`src/common/core_cfg_pkg.sv`:
```
package core_cfg_pkg;

   // Issue and commit width
   localparam int n_lanes = 2;

   // Reorder buffer geometry
   localparam int n_banks = 2;
   localparam int rob_depth = 8;

   typedef logic [31:0] insn_t;

   // Word-aligned, low two bits dropped
   typedef logic [29:0] pc_t;

   typedef logic [4:0] lrf_addr_t;

   // Register data and exception vector
   typedef logic [31:0] data_t;

   typedef logic [$clog2(rob_depth)-1:0] rob_id_t;
   typedef logic [$clog2(n_banks)-1:0] bank_t;

   // Lanes allocating per cycle, 0 to n_lanes
   typedef logic [$clog2(n_lanes):0] push_size_t;

endpackage

```
`src/common/trace_pkg.sv`:
```
package trace_pkg;

   typedef logic [15:0] seq_t;

   // Record queue
   localparam int queue_depth = 4;
   typedef logic [$clog2(queue_depth)-1:0] qptr_t;

   // Drain machine states
   typedef enum logic [1:0]
   {
      drain_idle,
      drain_emit,
      drain_lost
   } drain_state_t;

endpackage

```
`src/shadow_rob/shadow_rob_store.sv`:
```
`timescale 1ns/100ps

module shadow_rob_store
   import core_cfg_pkg::*;
(
   input  logic       clk,
   input  insn_t      issue_ins [n_lanes],
   input  push_size_t rob_push_size,
   input  bank_t      rob_free_bank [n_lanes],
   input  rob_id_t    rob_free_id [n_lanes],
   input  bank_t      rob_head_l [n_lanes],
   input  rob_id_t    rob_que_rptr [n_banks],
   output insn_t      cmt_insn [n_lanes]
);

   insn_t rob_ins [n_banks][rob_depth];

   // Lane i allocates when i is below the push size
   always_ff @(posedge clk)
   begin
      for (int i = 0; i < n_lanes; i++)
      begin
         if (i < int'(rob_push_size))
            rob_ins[rob_free_bank[i]][rob_free_id[i]] <= issue_ins[i];
      end
   end

   // Each lane reads its head bank at that bank's read pointer
   always_comb
   begin
      for (int i = 0; i < n_lanes; i++)
         cmt_insn[i] = rob_ins[rob_head_l[i]][rob_que_rptr[rob_head_l[i]]];
   end

   a_no_dual_write_same_entry : assert property (
      @(posedge clk)
      (int'(rob_push_size) == n_lanes) |->
         !(rob_free_bank[0] == rob_free_bank[1] && rob_free_id[0] == rob_free_id[1])
   );

   a_push_size_range : assert property (
      @(posedge clk) int'(rob_push_size) <= n_lanes
   );

endmodule

```
`src/commit_capture.sv`:
```
`timescale 1ns/100ps

module commit_capture
   import core_cfg_pkg::*;
(
   input  logic               clk,
   input  logic               rst_n,
   input  logic [n_lanes-1:0] cmt_fire,
   input  pc_t                cmt_pc [n_lanes],
   input  lrf_addr_t          cmt_lrd [n_lanes],
   input  data_t              cmt_lrd_dat [n_lanes],
   input  logic [n_lanes-1:0] cmt_lrd_we,
   input  logic               cmt_exc,
   input  data_t              cmt_exc_vect,
   input  insn_t              cmt_insn [n_lanes],
   output logic [n_lanes-1:0] cap_valid,
   output pc_t                cap_pc [n_lanes],
   output insn_t              cap_insn [n_lanes],
   output logic [n_lanes-1:0] cap_wen,
   output lrf_addr_t          cap_wnum [n_lanes],
   output data_t              cap_wdata [n_lanes],
   output logic               cap_excp,
   output data_t              cap_excp_vect
);

   always_ff @(posedge clk or negedge rst_n)
   begin
      if (!rst_n)
      begin
         cap_valid <= '0;
         cap_wen <= '0;
      end
      else
      begin
         cap_valid <= cmt_fire;
         // A write only counts on a lane that commits
         cap_wen <= cmt_lrd_we & cmt_fire;
      end
   end

   always_ff @(posedge clk)
   begin
      cap_pc <= cmt_pc;
      cap_insn <= cmt_insn;
      cap_wnum <= cmt_lrd;
      cap_wdata <= cmt_lrd_dat;
      cap_excp <= cmt_exc & cmt_fire[0];
      cap_excp_vect <= cmt_exc_vect;
   end

   a_exc_on_lane0 : assert property (
      @(posedge clk) disable iff (!rst_n) cmt_exc |-> cmt_fire[0]
   );

endmodule

```
`src/commit_seq_counter.sv`:
```
`timescale 1ns/100ps

module commit_seq_counter
   import core_cfg_pkg::*, trace_pkg::*;
(
   input  logic               clk,
   input  logic               rst_n,
   input  logic [n_lanes-1:0] cap_valid,
   output seq_t               lane_seq [n_lanes]
);

   seq_t count;

   assign lane_seq[0] = count;
   assign lane_seq[1] = count + seq_t'(1);

   // Dropped records still consume numbers
   always_ff @(posedge clk or negedge rst_n)
   begin
      if (!rst_n)
         count <= '0;
      else
         count <= count + seq_t'(cap_valid[0]) + seq_t'(cap_valid[1]);
   end

   // Commit is in order, lane 1 never retires alone
   a_lane1_needs_lane0 : assert property (
      @(posedge clk) disable iff (!rst_n) cap_valid[1] |-> cap_valid[0]
   );

endmodule

```
`src/commit_trace_top.sv`:
```
`timescale 1ns/100ps

module commit_trace_top
   import core_cfg_pkg::*, trace_pkg::*;
(
   input  logic               clk,
   input  logic               rst_n,
   input  insn_t              id_ins [n_lanes],
   input  logic               id_p_ce,
   input  logic               rn_p_ce,
   input  push_size_t         rob_push_size,
   input  bank_t              rob_free_bank [n_lanes],
   input  rob_id_t            rob_free_id [n_lanes],
   input  bank_t              rob_head_l [n_lanes],
   input  rob_id_t            rob_que_rptr [n_banks],
   input  logic [n_lanes-1:0] cmt_fire,
   input  pc_t                cmt_pc [n_lanes],
   input  lrf_addr_t          cmt_lrd [n_lanes],
   input  data_t              cmt_lrd_dat [n_lanes],
   input  logic [n_lanes-1:0] cmt_lrd_we,
   input  logic               cmt_exc,
   input  data_t              cmt_exc_vect,
   output logic               trace_valid,
   output seq_t               trace_seq,
   output pc_t                trace_pc,
   output insn_t              trace_insn,
   output logic               trace_wen,
   output lrf_addr_t          trace_wnum,
   output data_t              trace_wdata,
   output logic               trace_excp,
   output data_t              trace_excp_vect,
   output logic               trace_lost
);

   insn_t              issue_ins [n_lanes];
   insn_t              cmt_insn [n_lanes];
   logic [n_lanes-1:0] cap_valid;
   pc_t                cap_pc [n_lanes];
   insn_t              cap_insn [n_lanes];
   logic [n_lanes-1:0] cap_wen;
   lrf_addr_t          cap_wnum [n_lanes];
   data_t              cap_wdata [n_lanes];
   logic               cap_excp;
   data_t              cap_excp_vect;
   seq_t               lane_seq [n_lanes];
   logic               pop;
   logic               lost_clr;
   logic               empty;
   logic               lost;
   seq_t               head_seq;
   pc_t                head_pc;
   insn_t              head_insn;
   logic               head_wen;
   lrf_addr_t          head_wnum;
   data_t              head_wdata;
   logic               head_excp;
   data_t              head_excp_vect;

   insn_shadow_pipe insn_shadow_pipe_i (
      .clk       (clk),
      .rst_n     (rst_n),
      .id_ins    (id_ins),
      .id_p_ce   (id_p_ce),
      .rn_p_ce   (rn_p_ce),
      .issue_ins (issue_ins)
   );

   shadow_rob_store shadow_rob_store_i (
      .clk           (clk),
      .issue_ins     (issue_ins),
      .rob_push_size (rob_push_size),
      .rob_free_bank (rob_free_bank),
      .rob_free_id   (rob_free_id),
      .rob_head_l    (rob_head_l),
      .rob_que_rptr  (rob_que_rptr),
      .cmt_insn      (cmt_insn)
   );

   commit_capture commit_capture_i (
      .clk           (clk),
      .rst_n         (rst_n),
      .cmt_fire      (cmt_fire),
      .cmt_pc        (cmt_pc),
      .cmt_lrd       (cmt_lrd),
      .cmt_lrd_dat   (cmt_lrd_dat),
      .cmt_lrd_we    (cmt_lrd_we),
      .cmt_exc       (cmt_exc),
      .cmt_exc_vect  (cmt_exc_vect),
      .cmt_insn      (cmt_insn),
      .cap_valid     (cap_valid),
      .cap_pc        (cap_pc),
      .cap_insn      (cap_insn),
      .cap_wen       (cap_wen),
      .cap_wnum      (cap_wnum),
      .cap_wdata     (cap_wdata),
      .cap_excp      (cap_excp),
      .cap_excp_vect (cap_excp_vect)
   );

   commit_seq_counter commit_seq_counter_i (
      .clk       (clk),
      .rst_n     (rst_n),
      .cap_valid (cap_valid),
      .lane_seq  (lane_seq)
   );

   trace_record_queue trace_record_queue_i (
      .clk            (clk),
      .rst_n          (rst_n),
      .cap_valid      (cap_valid),
      .cap_pc         (cap_pc),
      .cap_insn       (cap_insn),
      .cap_wen        (cap_wen),
      .cap_wnum       (cap_wnum),
      .cap_wdata      (cap_wdata),
      .cap_excp       (cap_excp),
      .cap_excp_vect  (cap_excp_vect),
      .lane_seq       (lane_seq),
      .pop            (pop),
      .lost_clr       (lost_clr),
      .empty          (empty),
      .lost           (lost),
      .head_seq       (head_seq),
      .head_pc        (head_pc),
      .head_insn      (head_insn),
      .head_wen       (head_wen),
      .head_wnum      (head_wnum),
      .head_wdata     (head_wdata),
      .head_excp      (head_excp),
      .head_excp_vect (head_excp_vect)
   );

   trace_drain_fsm trace_drain_fsm_i (
      .clk         (clk),
      .rst_n       (rst_n),
      .empty       (empty),
      .lost        (lost),
      .pop         (pop),
      .lost_clr    (lost_clr),
      .trace_valid (trace_valid),
      .trace_lost  (trace_lost)
   );

   // Head record latched on the same edge that raises trace_valid
   always_ff @(posedge clk)
   begin
      if (pop)
      begin
         trace_seq <= head_seq;
         trace_pc <= head_pc;
         trace_insn <= head_insn;
         trace_wen <= head_wen;
         trace_wnum <= head_wnum;
         trace_wdata <= head_wdata;
         trace_excp <= head_excp;
         trace_excp_vect <= head_excp_vect;
      end
   end

endmodule

```
`src/insn_shadow_pipe.sv`:
```
`timescale 1ns/100ps

module insn_shadow_pipe
   import core_cfg_pkg::*;
(
   input  logic  clk,
   input  logic  rst_n,
   input  insn_t id_ins [n_lanes],
   input  logic  id_p_ce,
   input  logic  rn_p_ce,
   output insn_t issue_ins [n_lanes]
);

   insn_t rn_ins [n_lanes];

   // Both stages hold whenever the core stalls them
   always_ff @(posedge clk or negedge rst_n)
   begin
      if (!rst_n)
      begin
         for (int i = 0; i < n_lanes; i++)
         begin
            rn_ins[i] <= '0;
            issue_ins[i] <= '0;
         end
      end
      else
      begin
         if (id_p_ce)
            rn_ins <= id_ins;
         if (rn_p_ce)
            issue_ins <= rn_ins;
      end
   end

endmodule

```
`src/trace_drain_fsm.sv`:
```
`timescale 1ns/100ps

module trace_drain_fsm
   import trace_pkg::*;
(
   input  logic clk,
   input  logic rst_n,
   input  logic empty,
   input  logic lost,
   output logic pop,
   output logic lost_clr,
   output logic trace_valid,
   output logic trace_lost
);

   drain_state_t state_q;
   drain_state_t state_d;

   // Records always go before the lost marker
   always_comb
   begin
      pop = 1'b0;
      lost_clr = 1'b0;
      state_d = drain_idle;
      case (state_q)
         drain_idle, drain_emit:
         begin
            if (!empty)
            begin
               pop = 1'b1;
               state_d = drain_emit;
            end
            else if (lost)
            begin
               lost_clr = 1'b1;
               state_d = drain_lost;
            end
         end
         drain_lost:
         begin
            if (!empty)
            begin
               pop = 1'b1;
               state_d = drain_emit;
            end
         end
         default:
            state_d = drain_idle;
      endcase
   end

   always_ff @(posedge clk or negedge rst_n)
   begin
      if (!rst_n)
         state_q <= drain_idle;
      else
         state_q <= state_d;
   end

   assign trace_valid = (state_q == drain_emit);
   assign trace_lost = (state_q == drain_lost);

endmodule

```
`src/trace_record_queue.sv`:
```
`timescale 1ns/100ps

module trace_record_queue
   import core_cfg_pkg::*, trace_pkg::*;
(
   input  logic               clk,
   input  logic               rst_n,
   input  logic [n_lanes-1:0] cap_valid,
   input  pc_t                cap_pc [n_lanes],
   input  insn_t              cap_insn [n_lanes],
   input  logic [n_lanes-1:0] cap_wen,
   input  lrf_addr_t          cap_wnum [n_lanes],
   input  data_t              cap_wdata [n_lanes],
   input  logic               cap_excp,
   input  data_t              cap_excp_vect,
   input  seq_t               lane_seq [n_lanes],
   input  logic               pop,
   input  logic               lost_clr,
   output logic               empty,
   output logic               lost,
   output seq_t               head_seq,
   output pc_t                head_pc,
   output insn_t              head_insn,
   output logic               head_wen,
   output lrf_addr_t          head_wnum,
   output data_t              head_wdata,
   output logic               head_excp,
   output data_t              head_excp_vect
);

   localparam int cnt_w = $clog2(queue_depth) + 1;
   localparam int rec_w = $bits(seq_t) + $bits(pc_t) + $bits(insn_t) + 1 +
                          $bits(lrf_addr_t) + 2 * $bits(data_t) + 1;

   typedef logic [rec_w-1:0] rec_t;

   rec_t             mem [queue_depth];
   rec_t             lane_rec [n_lanes];
   rec_t             slot_rec [n_lanes];
   rec_t             head_rec;
   qptr_t            wptr;
   qptr_t            rptr;
   logic [cnt_w-1:0] count;
   logic [cnt_w-1:0] free;
   logic [cnt_w-1:0] n_in;
   logic [cnt_w-1:0] n_acc;
   logic             drop;

   // Exception fields only exist on lane 0
   assign lane_rec[0] = {lane_seq[0], cap_pc[0], cap_insn[0], cap_wen[0], cap_wnum[0],
                         cap_wdata[0], cap_excp, cap_excp_vect};
   assign lane_rec[1] = {lane_seq[1], cap_pc[1], cap_insn[1], cap_wen[1], cap_wnum[1],
                         cap_wdata[1], 1'b0, {$bits(data_t){1'b0}}};

   // Lane 0 first, so lane 1 is what gets dropped
   assign slot_rec[0] = cap_valid[0] ? lane_rec[0] : lane_rec[1];
   assign slot_rec[1] = lane_rec[1];

   assign n_in = cnt_w'(cap_valid[0]) + cnt_w'(cap_valid[1]);
   assign free = cnt_w'(queue_depth) - count;
   assign drop = n_in > free;
   assign n_acc = drop ? free : n_in;

   // Empty queue passes the incoming record straight to the head
   assign empty = (count == '0) && (cap_valid == '0);
   assign head_rec = (count == '0) ? slot_rec[0] : mem[rptr];
   assign {head_seq, head_pc, head_insn, head_wen, head_wnum, head_wdata, head_excp,
           head_excp_vect} = head_rec;

   always_ff @(posedge clk)
   begin
      if (n_acc > cnt_w'(0))
         mem[wptr] <= slot_rec[0];
      if (n_acc > cnt_w'(1))
         mem[wptr + qptr_t'(1)] <= slot_rec[1];
   end

   always_ff @(posedge clk or negedge rst_n)
   begin
      if (!rst_n)
      begin
         wptr <= '0;
         rptr <= '0;
         count <= '0;
         lost <= 1'b0;
      end
      else
      begin
         wptr <= wptr + qptr_t'(n_acc);
         rptr <= rptr + qptr_t'(pop);
         count <= count + n_acc - cnt_w'(pop);
         // Sticky, a new drop wins over the clear
         lost <= (lost & ~lost_clr) | drop;
      end
   end

   a_no_pop_empty : assert property (
      @(posedge clk) disable iff (!rst_n) pop |-> !empty
   );

   a_count_bound : assert property (
      @(posedge clk) disable iff (!rst_n) count <= cnt_w'(queue_depth)
   );

endmodule

```
`config.mk`:
```
export PLATFORM = sky130hd
export DESIGN_NAME = commit_trace_top
export DESIGN_NICKNAME = d
export VERILOG_FILES = /design/src/common/core_cfg_pkg.sv /design/src/common/trace_pkg.sv /design/src/shadow_rob/shadow_rob_store.sv /design/src/commit_capture.sv /design/src/commit_seq_counter.sv /design/src/commit_trace_top.sv /design/src/insn_shadow_pipe.sv /design/src/trace_drain_fsm.sv /design/src/trace_record_queue.sv
export SDC_FILE = /design/constraint.sdc
export NUM_CORES = 2
export LEC_CHECK = 0
export BUFFER_PORTS_ARGS = -buffer_cell sky130_fd_sc_hd__buf_2
export CAP_MARGIN = 20
export CORE_ASPECT_RATIO = 0.75
export CORE_MARGIN = 1.5
export CORE_UTILIZATION = 45
export DETAILED_ROUTE_END_ITERATION = 16
export GPL_ROUTABILITY_DRIVEN = 0
export PLACE_DENSITY = 0.6
export SYNTH_ARGS = -nofsm -noshare
export SYNTH_HDL_FRONTEND = slang
export SYNTH_SLANG_ARGS = --single-unit
```
`constraint.sdc`:
```
create_clock -name clk -period 11.68 [get_ports clk]
set_input_delay 0.584 -clock clk [delete_from_list [all_inputs] [get_ports clk]]
set_output_delay 0.584 -clock clk [all_outputs]
set_load 0.05 [all_outputs]
```
==> impl_metrics.yaml <==
status:
  status: "completed"
logic_synthesis:
  synth.net_count: 5555
  ys_seq_area_frac: 0.609
  ys_warn_count: 0
  postSynthAreaPerCell_um2: 14.0
  synth.cell_area_mm2: 0.0739
  ys_ff_latch: 1646
  synth_cells: 5283
  synth_edf_count: 1125
  ys.flop_type: "edfxtp_1"
  async_flop_share: 0.0960
  ys_types: 63
setup_path:
  reg2regPathDepth: 11
  r2r-end: "trace_record_queue_i.mem[1][68]$_DFFE_PP_"
  regToRegSetupSlack_ps: 5860
  crit_path_max_fanout: 59
  timing.rr.start: "commit_capture_i.cap_valid[0]$_DFF_PN0_"
  start_kind: "register"
  endpoint: "trace_record_queue_i.mem[1][68]$_DFFE_PP_"
  endpoint_kind: "register"
  critPathLaunch: "commit_capture_i.cap_valid[0]$_DFF_PN0_"
  crit_type: "reg2reg"
  worstPathRequired_ps: 12090
  cp.arrival_ps: 6230
sta:
  rsz0062_at_grt: "no"
  relSlewSlack: 0.241
  fmax_ghz: 0.172
  finalHoldViolations: 0
  setup-tns-final_ps: 0
  drv_slew: 0
  setup_viol: 0
  period_minus_slack_ps: 5820
  worst_slew_pin_slew_ps: 1140
  hold_ws_ps: 49.5
  fin_ws_ps: 5860
  worst_clock_skew_ps: 21.7
  min_period_over_period: 0.498
routing:
  viasPerCell: 6.18
  drtAntennaViolNets: 0
  wl_per_cell_um: 28.8
  vias: 49400
  drc_errors: 0
  first_pass_iters: 5
  drt-total-wl_um: 230000
  drt-initial-drc-count: 5118
global_routing:
  grt_pass1_vias: 49000
  grt.total_usage: 0.270
  grt_pass1_wl_um: 334000
  antenna_found_initial: 10
  grt_start_max_net_pins: 156
  grt_overflow: 0
clocking:
  cts_tree: "yes"
  hold_buffers: 224
  cts_made_buffers: 167
  clock_sinks: 1646
  clk-insertion-delay-late_ps: 800
  h-tree-depth: 4
  clk_pin_slew_ps: 60
  cts_setup_buffers: 0
  root_buffer: "clkbuf_16"
  clock_path_buffers: 3
  postCtsResizedCells: 0
floorplanning:
  initial_utilization: 0.454
  rows: 128
  die-area_mm2: 0.167
  ios: 408
  core-area_mm2: 0.163
  fp.dieW_um: 471
  die_height_um: 354
cells_and_area:
  multi_input_area_mm2: 0.0273
  final_area_mm2: 0.0858
  nFillCells: 13600
  ff_latch_area_mm2: 0.0450
  final_common_cell: "edfxtp_1"
  final_layout_size_suffix_gt1_frac: 0.297
  synthToLayoutAreaGrowth_pct: 16.0
  fin_cells: 7989
  layout_common_cells: "1125 x edfxtp_1, 718 x mux2_2, 406 x a22o_1"
  fin_util: 0.527
  nets: 5967
placed_design:
  port_buffers: 407
  place_area_mm2: 0.0780
  dp.cells: 7447
  dp_hpwl_um: 126000
  place_ws_ps: 5930
pwr:
  finalPower_mw: 21.8
  peakVddDrop_mv: 0.231
  p_per_area_mw_per_mm2: 254
  power.leakage_nw: 31.5
min_path:
  hold_path_class: "in2reg"
job:
  maxCapViolCount: 0
## report_power, final
| group | internal, mW | switching, mW | leakage, nW |
|---|---|---|---|
| logic | 2.47 | 4.56 | 13.1 |
| registers | 8.47 | 0.883 | 15.7 |
| clock network | 3.06 | 2.38 | 2.73 |
## metal layers
metal / global-route usage / share of wire
met3: 0.0433 / 0.076
met1: 0.379 / 0.43
met2: 0.421 / 0.46
met4: 0.104 / 0.039
met5: 0 / 0
## synthesized netlist by cell type, drive strengths merged, types with 2 or more instances
cell / count / area share
clkbuf: 335 / 0.017
o21bai: 2 / 0.00020
a311oi: 21 / 0.0025
or3: 9 / 0.00076
mux4: 174 / 0.053
fa: 2 / 0.00054
and2: 8 / 0.00068
o22ai: 90 / 0.0076
nand4: 3 / 0.00025
nand3: 97 / 0.0066
mux2i: 312 / 0.042
a31oi: 10 / 0.00085
o2bb2ai: 66 / 0.0078
ha: 13 / 0.0022
inv: 25 / 0.0013
dfrtp: 158 / 0.053
xnor2: 24 / 0.0028
nand3b: 8 / 0.00081
a2111oi: 6 / 0.0012
nor3: 12 / 0.00081
nand2b: 21 / 0.0018
nor3b: 3 / 0.00030
o211ai: 7 / 0.00071
o2111ai: 3 / 0.00036
mux2: 718 / 0.11
o21ai: 238 / 0.016
edfxtp: 1125 / 0.46
a211oi: 12 / 0.0013
nor2: 199 / 0.010
nand2: 317 / 0.016
a22o: 406 / 0.048
xor2: 10 / 0.0012
a22oi: 4 / 0.00078
or2: 6 / 0.00051
dfxtp: 363 / 0.098
a211o: 4 / 0.00047
buf: 151 / 0.0090
nor2b: 12 / 0.0010
o21a: 3 / 0.00030
and3: 5 / 0.00042
a21oi: 224 / 0.015
o221ai: 64 / 0.0076
## cell families after synthesis
group | after synthesis | synth area share
simple gates | 704 | 0.0405
xor+xnor | 34 | 0.00403
compound gates | 1168 | 0.112
fa+ha+maj | 15 | 0.00274
mux | 1204 | 0.205
flops | 1646 | 0.609
buf+inv | 512 | 0.0274
## registers in the layout, indices dropped and copies added (netlist names), 30 cells and up
| signal | cells |
|---|---|
| trace_excp_vect | 32 |
| insn_shadow_pipe_i.issue_ins | 64 |
| commit_capture_i.cap_pc | 60 |
| trace_pc | 30 |
| trace_record_queue_i.mem | 596 |
| commit_capture_i.cap_excp_vect | 32 |
| trace_wdata | 32 |
| shadow_rob_store_i.rob_ins | 512 |
| insn_shadow_pipe_i.rn_ins | 64 |
| trace_insn | 32 |
| commit_capture_i.cap_wdata | 64 |
| commit_capture_i.cap_insn | 64 |
## worst max-delay path, stage by stage, from the launching register on
cell and delay (ps):
dfrtp_4 740, inv_1 230, ha_1 430, inv_1 80, ha_1 290, a21bo_1 250, a21oi_1 820, mux2_2 510
a22oi_4 70, buf_4 360, inv_6 580, buf_4 910
## cell type report
| type | count | share of cell area |
|---|---|---|
| Antenna cell | 2 | 0.0000584 |
| Clock buffer | 242 | 0.0568 |
| Clock inverter | 74 | 0.00788 |
| Inverter | 26 | 0.00146 |
| Multi-Input combinational cell | 3125 | 0.319 |
| Sequential cell | 1646 | 0.525 |
| Tap cell | 2145 | 0.0313 |
| Timing Repair Buffer | 729 | 0.0589 |
## worst min-delay path by stage
stage,end,from,depth (start not counted)
5_1_grt,commit_capture_i.cap_wen[0]$_DFF_PN0_,cmt_lrd_we[0],2
2_1_floorplan,commit_capture_i.cap_valid[0]$_DFF_PN0_,rst_n,0
6_report,insn_shadow_pipe_i.rn_ins[15]$_DFFE_PN0P_,id_ins[15],2
4_1_cts,insn_shadow_pipe_i.rn_ins[33]$_DFFE_PN0P_,id_ins[33],2
3_3_place_gp,trace_record_queue_i.mem[1][23]$_SDFFE_PP0P_,trace_record_queue_i.mem[1][23]$_SDFFE_PP0P_,1
3_5_place_dp,trace_record_queue_i.mem[2][4]$_SDFFE_PP0P_,trace_record_queue_i.mem[2][4]$_SDFFE_PP0P_,1
(Power assumes the default switching activity.)
